--- src/rx_pkg.sv ---
package rx_pkg;

    // time-interleaved ADC slices, lane 0 is the oldest sample of a clock
    localparam int Nti = 4;

    // ADC magnitude width, also the width of an unfolded signed sample
    localparam int Nadc = 8;

    // phase interpolator control word
    localparam int Npi = 9;

    // fractional bits kept below the PI word in the loop accumulator
    localparam int Ncdr_frac = 6;
    localparam int Nacc = Npi + Ncdr_frac;

    // summed phase detector output, room for Nti lanes of two terms each
    localparam int Npd = 12;

    // PRBS7, taps at delays 6 and 7
    localparam int Nprbs = 7;

    // history fill counter, holds up to Nprbs + Nti - 1
    localparam int Nfill = $clog2(Nprbs + Nti);

    // correct and total bit counters
    localparam int Ncnt = 32;

endpackage
--- src/rx_digital_core.sv ---
`timescale 1ns/10ps
`default_nettype none

module rx_digital_core import rx_pkg::*; (
    input wire logic clk_adc,
    input wire logic rst_n_i,
    // interleaved slice outputs
    input wire logic [Nadc-1:0] adc_mag_i [Nti-1:0],
    input wire logic [Nti-1:0] adc_sign_i,
    // per-slice offset, supplied from outside
    input wire logic signed [Nadc-1:0] pd_offset_i [Nti-1:0],
    // PI override
    input wire logic sel_ext_pi_i,
    input wire logic [Npi-1:0] ext_pi_ctl_i,
    // PRBS checker control
    input wire logic prbs_en_i,
    output logic [Npi-1:0] pi_ctl_o,
    output logic [Ncnt-1:0] correct_bits_o,
    output logic [Ncnt-1:0] total_bits_o
);

    // unfolded samples, shared by the CDR and the checker
    logic signed [Nadc-1:0] sample [Nti-1:0];

    adc_unfold unfold_i (
        .clk_adc(clk_adc),
        .rst_n_i(rst_n_i),
        .adc_mag_i(adc_mag_i),
        .adc_sign_i(adc_sign_i),
        .pd_offset_i(pd_offset_i),
        .sample_o(sample)
    );

    // CDR

    mm_cdr cdr_i (
        .clk_adc(clk_adc),
        .rst_n_i(rst_n_i),
        .sample_i(sample),
        .sel_ext_pi_i(sel_ext_pi_i),
        .ext_pi_ctl_i(ext_pi_ctl_i),
        .pi_ctl_o(pi_ctl_o)
    );

    // PRBS

    prbs_checker prbs_checker_i (
        .clk_adc(clk_adc),
        .rst_n_i(rst_n_i),
        .sample_i(sample),
        .prbs_en_i(prbs_en_i),
        .correct_bits_o(correct_bits_o),
        .total_bits_o(total_bits_o)
    );

endmodule

`default_nettype wire

--- src/prbs_checker.sv ---
`timescale 1ns/10ps
`default_nettype none

module prbs_checker import rx_pkg::*; (
    input wire logic clk_adc,
    input wire logic rst_n_i,
    input wire logic signed [Nadc-1:0] sample_i [Nti-1:0],
    input wire logic prbs_en_i,
    output logic [Ncnt-1:0] correct_bits_o,
    output logic [Ncnt-1:0] total_bits_o
);

    logic [Nti-1:0] rx_bits;
    // received bits of earlier clocks, bit 0 is the oldest
    logic [Nprbs-1:0] hist_q;
    // history followed by this clock's lanes in arrival order
    logic [Nprbs+Nti-1:0] seq;
    logic [Nti-1:0] match;
    logic [Ncnt-1:0] n_match;
    logic [Nfill-1:0] fill_q;
    logic en_q;
    logic en_rise;
    logic hist_full;

    assign seq = {rx_bits, hist_q};
    assign en_rise = prbs_en_i && !en_q;
    assign hist_full = (fill_q >= Nfill'(Nprbs));

    for (genvar k = 0; k < Nti; k++) begin : g_lane
        // non-negative sample is a 1
        assign rx_bits[k] = ~sample_i[k][Nadc-1];
        // lane k sits at Nprbs + k, so its taps land at k + 1 and k
        assign match[k] = rx_bits[k] == (seq[k+1] ^ seq[k]);
    end

    always_comb begin
        n_match = '0;
        for (int i = 0; i < Nti; i++) begin
            n_match = n_match + Ncnt'(match[i]);
        end
    end

    always_ff @(posedge clk_adc) begin
        if (!rst_n_i) begin
            hist_q <= '0;
            en_q <= 1'b0;
            fill_q <= '0;
            correct_bits_o <= '0;
            total_bits_o <= '0;
        end else begin
            hist_q <= seq[Nprbs+Nti-1:Nti];
            en_q <= prbs_en_i;
            if (en_rise) begin
                fill_q <= '0;
                correct_bits_o <= '0;
                total_bits_o <= '0;
            end else if (prbs_en_i) begin
                if (hist_full) begin
                    correct_bits_o <= correct_bits_o + n_match;
                    total_bits_o <= total_bits_o + Ncnt'(Nti);
                end else begin
                    // predictions are meaningless until Nprbs bits are in
                    fill_q <= fill_q + Nfill'(Nti);
                end
            end
        end
    end

endmodule

`default_nettype wire

--- src/mm_cdr.sv ---
`timescale 1ns/10ps
`default_nettype none

module mm_cdr import rx_pkg::*; (
    input wire logic clk_adc,
    input wire logic rst_n_i,
    input wire logic signed [Nadc-1:0] sample_i [Nti-1:0],
    input wire logic sel_ext_pi_i,
    input wire logic [Npi-1:0] ext_pi_ctl_i,
    output logic [Npi-1:0] pi_ctl_o
);

    // last lane of the prior clock, feeds lane 0
    logic signed [Nadc-1:0] last_sample_q;
    logic signed [Nadc-1:0] prev_sample [Nti-1:0];

    logic signed [Npd-1:0] pd_sum;
    logic signed [Npd-1:0] pd_sum_q;

    // phase wheel, wraps freely
    logic [Nacc-1:0] acc_q;

    assign prev_sample[0] = last_sample_q;

    for (genvar k = 1; k < Nti; k++) begin : g_prev
        assign prev_sample[k] = sample_i[k-1];
    end

    // Mueller-Muller error per lane
    //   d(k-1) * s(k) - d(k) * s(k-1), with d = +1 for s >= 0 and -1 otherwise
    // the decisions are +-1, so each product is a conditional negation
    always_comb begin : pd_calc
        logic signed [Npd-1:0] cur_x;
        logic signed [Npd-1:0] prv_x;
        logic signed [Npd-1:0] term;
        pd_sum = '0;
        for (int i = 0; i < Nti; i++) begin
            cur_x = sample_i[i];
            prv_x = prev_sample[i];
            term = (prv_x[Npd-1] ? -cur_x : cur_x) - (cur_x[Npd-1] ? -prv_x : prv_x);
            pd_sum = pd_sum + term;
        end
    end

    always_ff @(posedge clk_adc) begin
        if (!rst_n_i) begin
            last_sample_q <= '0;
            pd_sum_q <= '0;
        end else begin
            last_sample_q <= sample_i[Nti-1];
            pd_sum_q <= pd_sum;
        end
    end

    // integrate, keeps running while the override is selected
    always_ff @(posedge clk_adc) begin
        if (!rst_n_i) begin
            acc_q <= '0;
        end else begin
            acc_q <= acc_q + {{(Nacc-Npd){pd_sum_q[Npd-1]}}, pd_sum_q};
        end
    end

    // output register, loop word or external word
    always_ff @(posedge clk_adc) begin
        if (!rst_n_i) begin
            pi_ctl_o <= '0;
        end else if (sel_ext_pi_i) begin
            pi_ctl_o <= ext_pi_ctl_i;
        end else begin
            pi_ctl_o <= acc_q[Nacc-1 -: Npi];
        end
    end

endmodule

`default_nettype wire

--- src/adc_unfold.sv ---
`timescale 1ns/10ps
`default_nettype none

module adc_unfold import rx_pkg::*; (
    input wire logic clk_adc,
    input wire logic rst_n_i,
    input wire logic [Nadc-1:0] adc_mag_i [Nti-1:0],
    input wire logic [Nti-1:0] adc_sign_i,
    input wire logic signed [Nadc-1:0] pd_offset_i [Nti-1:0],
    output logic signed [Nadc-1:0] sample_o [Nti-1:0]
);

    logic [Nadc-1:0] mag_q [Nti-1:0];
    logic [Nti-1:0] sign_q;

    // sign 1 means positive, then offset removal and clamp to signed range
    function automatic logic signed [Nadc-1:0] unfold_sat(
        input logic [Nadc-1:0] mag,
        input logic sgn,
        input logic signed [Nadc-1:0] ofs
    );
        logic signed [Nadc+1:0] val;
        val = sgn ? $signed({2'b00, mag}) : -$signed({2'b00, mag});
        val = val - ofs;
        // top three bits disagree when the value left the Nadc range
        if (val[Nadc+1:Nadc-1] != {3{val[Nadc-1]}}) begin
            return val[Nadc+1] ? $signed({1'b1, {(Nadc-1){1'b0}}})
                               : $signed({1'b0, {(Nadc-1){1'b1}}});
        end
        return $signed(val[Nadc-1:0]);
    endfunction

    // retime slice outputs onto clk_adc
    always_ff @(posedge clk_adc) begin
        if (!rst_n_i) begin
            mag_q <= '{default: '0};
            sign_q <= '0;
        end else begin
            mag_q <= adc_mag_i;
            sign_q <= adc_sign_i;
        end
    end

    always_ff @(posedge clk_adc) begin
        if (!rst_n_i) begin
            sample_o <= '{default: '0};
        end else begin
            for (int k = 0; k < Nti; k++) begin
                sample_o[k] <= unfold_sat(mag_q[k], sign_q[k], pd_offset_i[k]);
            end
        end
    end

endmodule

`default_nettype wire

--- config.mk ---
export PLATFORM = sky130hd
export DESIGN_NAME = rx_digital_core
export DESIGN_NICKNAME = d
export VERILOG_FILES = /design/src/rx_pkg.sv /design/src/rx_digital_core.sv /design/src/prbs_checker.sv /design/src/mm_cdr.sv /design/src/adc_unfold.sv
export SDC_FILE = /design/constraint.sdc
export NUM_CORES = 1
export LEC_CHECK = 0
export ABC_AREA = 1
export BUFFER_PORTS_ARGS = -buffer_cell sky130_fd_sc_hd__buf_4
export CAP_MARGIN = 20
export CORE_MARGIN = 2
export CORE_UTILIZATION = 35
export CTS_CLUSTER_SIZE = 12
export DETAILED_ROUTE_END_ITERATION = 12
export GPL_TIMING_DRIVEN = 1
export SETUP_SLACK_MARGIN = 0.2
export SLEW_MARGIN = 15
export SYNTH_ARGS = -nofsm -noshare
export SYNTH_HDL_FRONTEND = slang
export SYNTH_SLANG_ARGS = --single-unit
--- constraint.sdc ---
create_clock -name clk_adc -period 6.6 [get_ports clk_adc]
set_input_delay 0.66 -clock clk_adc [delete_from_list [all_inputs] [get_ports clk_adc]]
set_output_delay 0.66 -clock clk_adc [all_outputs]
set_load 0.03 [all_outputs]
## After elaboration in Yosys (flattened, before gate mapping)

Index checks and enable logic that the tools add are counted.
W data, S select, Z words.

| word-level totals | value |
|---|---|
| bits in registers | 188 |
| input bits | 81 |
| output and inout port bits | 73 |
| word-level logic and storage cells | 102 |

| operators by class | value |
|---|---|
| add/sub/neg operators | 27 |
| order comparisons | 1 |
| eq/ne operators | 8 |
| muxes and demuxes | 33 |
| bitwise operators | 10 |
| reductions and logical operators | 5 |

Operator list:

| kind | number |
|---|---|
| $mux W12 | 8 |
| $mux W8 | 12 |
| $add A32 B1 Y32 | 2 |
| $neg A8 Y12 | 5 |
| $sub A12 B12 Y12 | 4 |
| $mux W10 | 4 |
| $neg A8 Y10 | 4 |
| $sub A10 B8 Y10 | 4 |
| $add A12 B12 Y12 | 3 |
| $add A32 B3 Y32 const B | 1 |
| $add A32 B32 Y32 | 1 |
| $add A15 B15 Y15 | 1 |
| $mux W9 | 1 |
| $mux W1 | 8 |
| $ne A2 B2 Y1 | 4 |
| $not A1 Y1 | 6 |
| $add A4 B3 Y4 const B | 1 |
| $eq A1 B1 Y1 | 4 |
| $ge A4 B3 Y1 const B | 1 |
| $reduce_and A2 Y1 | 2 |
| $xor A1 B1 Y1 | 4 |
| $add A1 B1 Y2 | 1 |
| $reduce_or A2 Y1 | 1 |
| $logic_and A1 B1 Y1 | 1 |
| $logic_not A1 Y1 | 1 |

## Logic depth before layout (Yosys ltp)

Gate-level depths: netlist (run 1).

| depth | value |
|---|---|
| word-level depth | 7 |
| depth in mapped cells | 26 |
| gate-level depth less buffers | 26 |

## Modules after synthesis

A second synthesis (run 1) with hierarchy kept.

| unflattened totals | value |
|---|---|
| cells, all modules | 2,070 |
| area total of the unflattened synthesis | 14,039.7 µm² |

By module, submodules not included:

| module | times used | cells each | area an instance (µm²) | seq. area each (µm²) |
|---|---|---|---|---|
| mm_cdr | 1 | 748 | 5,322.6 | 880.8 |
| adc_unfold | 1 | 731 | 4,882.2 | 1,361.3 |
| prbs_checker | 1 | 591 | 3,834.9 | 1,441.4 |

## Worst setup path after synthesis (run 1)

Ideal clock, no wire load.

| timing | value |
|---|---|
| path type | flip-flop to flip-flop |
| start | register unfold_i.sample_o[0] (netlist bit) |
| end | register cdr_i.pd_sum_q[9] |
| setup time | 0.119 ns |
| arrival | 4.546 ns |
| required time | 6.481 ns |
| setup slack | 1.934 ns |
| stages on the path, launching flop included | 23 |
| buffers on the path | 0 |
| clock period less this slack | 4.666 ns |
| path through | dfxtp_1 inv_1 ha_1 nand2_1 nor2_1 nand3_1 xor2_1 o21ai_0 fa_1 fa_1 fa_1 inv_1 fa_1 inv_1 ha_1 a21oi_1 o21ai_0 a21oi_1 nor2_1 o21ai_0 nand2_1 o21ai_0 a21oi_1 |

| on the way | value |
|---|---|
| word-level cells in the longest chain between the ends | 6 |
| elaborated cells between the ends (all ways) | 8 |
| classes of those cells | 6 x add/sub; 2 x mux |

RTL lines:

| what | RTL line | source |
|---|---|---|
| start: declaration | adc_unfold.sv:10 | `output logic signed [Nadc-1:0] sample_o [Nti-1:0]` |
| start signal: indexed assignment | adc_unfold.sv:49 | `sample_o[k] <= unfold_sat(mag_q[k], sign_q[k], pd_offset_i[k]);` |
| $neg A8 Y12 | mm_cdr.sv:40 | `term = (prv_x[Npd-1] ? -cur_x : cur_x) - (cur_x[Npd-1] ? -prv_x : prv_x);` |
| $mux W12 | mm_cdr.sv:40 |  |
| $sub A12 B12 Y12 | mm_cdr.sv:40 |  |
| $add A12 B12 Y12 (*) (3 in a row) | mm_cdr.sv:41 | `pd_sum = pd_sum + term;` |
| end signal: assignment | mm_cdr.sv:51 | `pd_sum_q <= pd_sum;` |
| end: declaration | mm_cdr.sv:18 | `logic signed [Npd-1:0] pd_sum_q;` |

Mark *: on every way between the ends. The rest lies on a longest branch, timed or not.
A chain may end at the register's enable or synchronous reset.

## Final worst setup path (run 1)

| timing | value |
|---|---|
| start | register unfold_i.sample_o[15] (netlist bit) |
| end | register cdr_i.pd_sum_q[10] |

| on the way | value |
|---|---|
| word-level cells in the longest chain between the ends | 6 |
| elaborated cells between the ends (all ways) | 10 |
| classes of those cells | 6 x add/sub; 4 x mux |

RTL lines:

| what | RTL line |
|---|---|
| $neg A8 Y12 | mm_cdr.sv:40 |
| $mux W12 | mm_cdr.sv:40 |
| $sub A12 B12 Y12 | mm_cdr.sv:40 |
| $add A12 B12 Y12 | mm_cdr.sv:41 |
| $add A12 B12 Y12 (*) (2 in a row) | mm_cdr.sv:41 |

Marks and branches as above.

==> results of run 1 <==
[per-layer routing]
metal / share of wire, % / routed length [um] / vias to the layer above
li1: - / - / 5937
met1: 48 / 14500 / 4971
met2: 46 / 14000 / 221
met3: 4.2 / 1260 / 31
met4: 1.5 / 465 / 0
met5: 0 / 0 / -
[critical path: cells and delay by family, from the launching register on]
family,cells,cell delay (ns)
buffers and inverters,3,0.53
DFF,1,0.88
AOI/OAI and AO/OA,3,0.80
and+or+nand+nor,9,0.67
adders and majority gates,5,2.46
[metrics by stage]
step | instances | cell area [sq um] | setup slack (ns)
3_5_place_dp | 2398 | 14700 | 1.26
3_3_place_gp | 2398 | 14700 | 1.33
2_1_floorplan | 1806 | 13100 | 1.93
5_1_grt | 2430 | 15300 | 0.780
6_report | 2430 | 15300 | 1.18
4_1_cts | 2430 | 15300 | 1.24
[state kept, by name, indices dropped and copies added (netlist names), 2 cells and up]
| signal | cells |
|---|---|
| cdr_i.last_sample_q | 8 |
| cdr_i.pi_ctl_o | 9 |
| prbs_checker_i.hist_q | 7 |
| unfold_i.mag_q | 32 |
| prbs_checker_i.correct_bits_o | 32 |
| unfold_i.sign_q | 4 |
| prbs_checker_i.total_bits_o | 30 |
| cdr_i.pd_sum_q | 12 |
| cdr_i.acc_q | 15 |
| prbs_checker_i.fill_q | 2 |
| unfold_i.sample_o | 32 |
[final cells by class]
| type | count | share of cell area [%] |
|---|---|---|
| clock buffers | 19 | 2.89 |
| clock inverters | 13 | 1.10 |
| inverters | 344 | 8.43 |
| multi-input cells | 1247 | 52.1 |
| flip-flops and latches | 184 | 24.0 |
| well taps | 468 | 3.82 |
| repair buffers | 155 | 7.59 |
[how the worst max path moves through the flow]
stage	startpoint	end	slack (ns)	cells past startpoint
finish	unfold_i.sample_o[15]$_SDFF_PN0_	cdr_i.pd_sum_q[10]$_SDFF_PN0_	1.18	20
global route	unfold_i.sample_o[15]$_SDFF_PN0_	cdr_i.pd_sum_q[11]$_SDFF_PN0_	0.78	21
CTS	unfold_i.sample_o[15]$_SDFF_PN0_	cdr_i.pd_sum_q[10]$_SDFF_PN0_	1.24	20
detailed placement	unfold_i.sample_o[15]$_SDFF_PN0_	cdr_i.pd_sum_q[10]$_SDFF_PN0_	1.26	20
global placement	unfold_i.sample_o[15]$_SDFF_PN0_	cdr_i.pd_sum_q[11]$_SDFF_PN0_	1.33	21
floorplan	unfold_i.sample_o[0]$_SDFF_PN0_	cdr_i.pd_sum_q[9]$_SDFF_PN0_	1.93	22
[cells by family after synthesis]
group                      count (synthesis)  synth area share, %
and+or+nand+nor                          693                 22.9
buffers and inverters                    375                 10.9
AOI/OAI and AO/OA                        278                 11.3
DFF                                      184                 28.2
adders and majority gates                149                 18.4
xor gates and xnor gates                 124                 8.31
other                                      1               0.0287
muxes                                      1               0.0861
[placed cells by master, fill, tap and decap left out, types with 36 or more instances in the layout]
master   netlist  layout
nand3_1       68      68
o21ai_0      132     131
xnor2_1       40      40
inv_1        339     339
a21oi_1      113     113
xor2_1        84      84
nor2_1       174     174
buf_4          2     155
nand2_1      347     347
fa_1          72      72
nor3_1        36      36
ha_1          77      77
dfxtp_1      184     184
==> out/results.ini, run 1 <==
[global_routing]
grt_pass1_wl_um = 50400
grt.busiest_layer = met2
met3_usage_pct = 2.77
antenna_found_initial = 0
use_met1_pct = 20.3
grtUsageTotal_pct = 15.9
grt_pass1_vias = 10800
met2_usage_pct = 27.7
grt_max_degree = 68
grt_overflow_total = 0

[yosys]
ys.flop_type = dfxtp_1
yosys_warnings = 0
ys_top_cells_by_count = nand2_1, inv_1, dfxtp_1
yosysUniqueCellTypes = 49
seq_area_frac_synth_pct = 28.2
syn_area_sq_mm = 0.0131
synth_edf_count = 0
ys_ff_latch = 184
syn_inst = 1805
synth_top_area_cell = dfxtp_1
async_flop_share_pct = 0
netlist.area_leader.share_pct = 28.2
yosysMostFrequentCell = nand2_1
syn_avg_cell_area_sq_um = 7.24
synth_area_leaders = dfxtp_1, fa_1, nand2_1, inv_1, ha_1

[worst_setup_path]
critPathSlowestCell = dfxtp_1
crit_required_ns = 6.94
cp_data_arrival_time_ns = 5.77
path_class = reg2reg
r2r_start = unfold_i.sample_o[15]$_SDFF_PN0_
reg2reg_depth = 20
critPathLaunchType = flop
crit_fanout = 24
worst-r2r-setup-slack_ns = 1.18
r2r-end = cdr_i.pd_sum_q[10]$_SDFF_PN0_
cp-end-kind = flop
slowest_delay_ns = 0.88
crit_chain = inv_1 > o21ai_0 > fa_1 > fa_1 > fa_1 > inv_1 > fa_1 > inv_1 > ha_1 > nand2_1 > nor3_1 > a21oi_1 > o21ai_0 > nand2_1 > nand2_1 > nand2_1 > nand2_1 > nand2_1 > nand2_1 > nor2_1
cpMostUsedCell = nand2_1

[timing]
post-route-period-util_pct = 82.2
fin_skew_ns = 0.0145
setup_viol = 0
tightest_slew_ns = 0.863
fin_crit_ns = 5.42
rsz0062_at_grt = false
relSlewSlack_pct = 42.4
fin_setup_tns_ns = 0
fmax_mhz = 184
drv_slew = 0
hold_viol = 0
worst_hold_slack_ns = 0.395

[layout]
multi_input_area_sq_mm = 0.00799
seq_area_sq_mm = 0.00368
diodes = 0
fin_util_pct = 41.8
drive_gt1_share_pct = 11.6
final_nets = 2179
final.fill_count = 3767
syn_to_final_growth_pct = 17.2

[drt]
drt-initial-drc-count = 460
drt-pass1-iter-count = 5
viasPerCell = 4.59
finalWirelength_um = 30200
wl_per_cell_um = 12.4
drcViolationCount = 0
vias = 11200
postRouteAntennaNets = 0

[placement]
hpwl_um = 24900
port_buffers = 151
gp_congestion = 0.934

[min_path]
hold_path_class = in2reg
hold_depth = 3
min_to = unfold_i.mag_q[18]$_SDFF_PN0_
hold_path.startpoint = adc_mag_i[18]

[floorplan]
initial_core_util_pct = 35.6
die_area_sq_mm = 0.0389
die_y_um = 197
core_sq_mm = 0.0367
num_rows = 70
ios = 154
dieWidth_um = 197

[clock_network]
postCtsHoldBufs = 0
cts_max_level = 4
cts_tree = done
cts_setup_buffers = 0
cts_root_buffer = clkbuf_16
cts_buffer_depth = 2
insertion_delay_ns = 0.45
cts_resized = 0
cts_num_sinks = 184
clk_pin_slew_ns = 0.06
cts-buffers-inserted = 17

[flow_run]
maxCapViolations = 0

[status]
status = completed

Power of run 1 is not shown: default switching activity piles up to over one toggle a cycle in this logic, so the estimate is an artifact.
==> run 2, diff against run 1 <==
clock period = 4.3 ns   (was 6.6 ns; I/O delays follow)
==> run 2 against run 1 <==
  * The run now ends with setup timing left
  * Critical path depth is 6 higher
  * Worst hold slack worse by 0.23 ns
  * Clock skew is 0.0040 ns lower
==> out/results.ini, run 2 (same netlist as run 1, synthesis figures left out) <==
[floorplan]
die_area_sq_mm = 0.0389
core_sq_mm = 0.0367
num_rows = 70
dieWidth_um = 197
initial_core_util_pct = 35.6
ios = 154
die_y_um = 197

[layout]
final_common_cell = nand2_1
diodes = 0
multi_input_area_sq_mm = 0.00857
seq_area_sq_mm = 0.00371
final_cell_mix = nand2_1, inv_1, buf_4
syn_to_final_growth_pct = 29.6
final_nets = 2308
final.fill_count = 3619
fin_util_pct = 46.2
final_area_sq_mm = 0.0169
drive_gt1_share_pct = 22.8
top_regs = prbs_checker_i.correct_bits_o: 32 flops, unfold_i.mag_q: 32 flops, unfold_i.sample_o: 32 flops

[timing]
setup_ws_ns = -0.216
setup_viol = 7
tightest_slew_ns = 0.812
fin_crit_ns = 4.52
fin_skew_ns = 0.0106
fin_setup_tns_ns = -0.837
relSlewSlack_pct = 45.2
post-route-period-util_pct = 105
rsz0062_at_grt = true
fmax_mhz = 221
drv_slew = 0
hold_viol = 0

[global_routing]
grt_pass1_wl_um = 51900
grt_max_degree = 58
grt_pass1_vias = 11400
grtUsageTotal_pct = 16.3
antenna_found_initial = 0
grt_overflow_total = 0

[drt]
finalWirelength_um = 31200
drcViolationCount = 0
postRouteAntennaNets = 0
drt-initial-drc-count = 390
viasPerCell = 4.61
wl_per_cell_um = 12.2
drt-pass1-iter-count = 5
vias = 11800

[worst_setup_path]
cp-end-kind = flop
reg2reg_depth = 26
path_class = reg2reg
critPathLaunchType = flop
crit_required_ns = 4.64
worst-r2r-setup-slack_ns = -0.22
crit_fanout = 4
r2r_start = unfold_i.sample_o[0]$_SDFF_PN0_
cp_data_arrival_time_ns = 4.86
r2r-end = cdr_i.pd_sum_q[10]$_SDFF_PN0_

[min_path]
hold_path_class = in2reg
min_to = unfold_i.mag_q[15]$_SDFF_PN0_
hold_depth = 3
hold_path.startpoint = adc_mag_i[15]

[status]
status = finished with violations
violations = setup timing

[clock_network]
cts_max_level = 4
cts-buffers-inserted = 17
insertion_delay_ns = 0.45
cts_root_buffer = clkbuf_16
cts_num_sinks = 184
cts_tree = done
clk_pin_slew_ns = 0.07
cts_buffer_depth = 2

[placement]
hpwl_um = 25200
dp_worst_setup_slack_ns = -0.323
postPlaceCellArea_sq_mm = 0.0157
gp_congestion = 0.917
port_buffers = 151

[flow_run]
maxCapViolations = 0

[run 2: changes by cell type in the layout (fill, tap and decap cells not counted), sizes merged]
cell / before / now
clkinv: 6 / 4
buf: 155 / 284
inv: 345 / 346
[run 2: stage by stage]
step,hold slack (ns),cells
after floorplan,0.390,1806
after global placement,0.392,2513
after detailed placement,0.403,2513
after CTS,0.137,2551
after global routing,0.150,2558
final,0.164,2558
[run 2: repair_timing]
| action | 4_1_cts | 5_1_grt |
|---|---|---|
| pin swaps | 47 | 48 |
| buffers inserted | 7 | 7 |
| gates resized for setup | 89 | 66 |
| hold buffers | 0 | 0 |
| hold endpoints to repair | 0 | 0 |
| setup endpoints to repair | 10 | 12 |
[run 2: area by class of cell]
cell class	count	share of cell area, %
multi-input cells	1247	50.6
flip-flops and latches	184	21.9
repair buffers	284	12.8
inverters	344	7.68
well taps	468	3.46
clock buffers	19	2.68
clock inverters	12	0.953
[run 2: worst max-delay path, cell delays in order (launching register included)]
cell	delay [ns]
dfxtp_2	0.35
inv_4	0.05
ha_4	0.16
nand2_4	0.07
nor2_4	0.04
buf_6	0.11
buf_6	0.11
xor2_2	0.17
o21ai_2	0.17
fa_1	0.45
fa_1	0.47
fa_1	0.51
inv_2	0.04
fa_1	0.54
inv_2	0.05
ha_4	0.30
nand2_4	0.07
nor3_4	0.12
a21oi_2	0.08
o21ai_2	0.15
nand2_1	0.07
nand2_1	0.05
nand2_1	0.04
nand2_1	0.08
nand2_1	0.05
nand2_1	0.05
nor2_1	0.04
[run 2: worst max-delay path by stage]
stage / from / slack (ns) / depth (start not counted) / endpoint
after floorplan: unfold_i.sample_o[18]$_SDFF_PN0_ / -0.06 / 24 / cdr_i.pd_sum_q[10]$_SDFF_PN0_
after global placement: unfold_i.sample_o[0]$_SDFF_PN0_ / -0.27 / 21 / cdr_i.pd_sum_q[11]$_SDFF_PN0_
after detailed placement: unfold_i.sample_o[17]$_SDFF_PN0_ / -0.32 / 23 / cdr_i.pd_sum_q[10]$_SDFF_PN0_
after CTS: unfold_i.sample_o[24]$_SDFF_PN0_ / -0.18 / 22 / cdr_i.pd_sum_q[11]$_SDFF_PN0_
after global routing: unfold_i.sample_o[17]$_SDFF_PN0_ / -0.43 / 24 / cdr_i.pd_sum_q[10]$_SDFF_PN0_
final: unfold_i.sample_o[0]$_SDFF_PN0_ / -0.22 / 26 / cdr_i.pd_sum_q[10]$_SDFF_PN0_
[run 2: metal layers]
metal	vias up	part of all wire (%)	track usage [%]	routed length, um
li1	6193	-	-	-
met1	5344	47	20.7	14600
met2	214	47	28.0	14800
met3	35	3.9	2.77	1230
met4	0	2.2	5.79	680
met5	-	0	0	0
Power of run 2 is left out for the same reason.
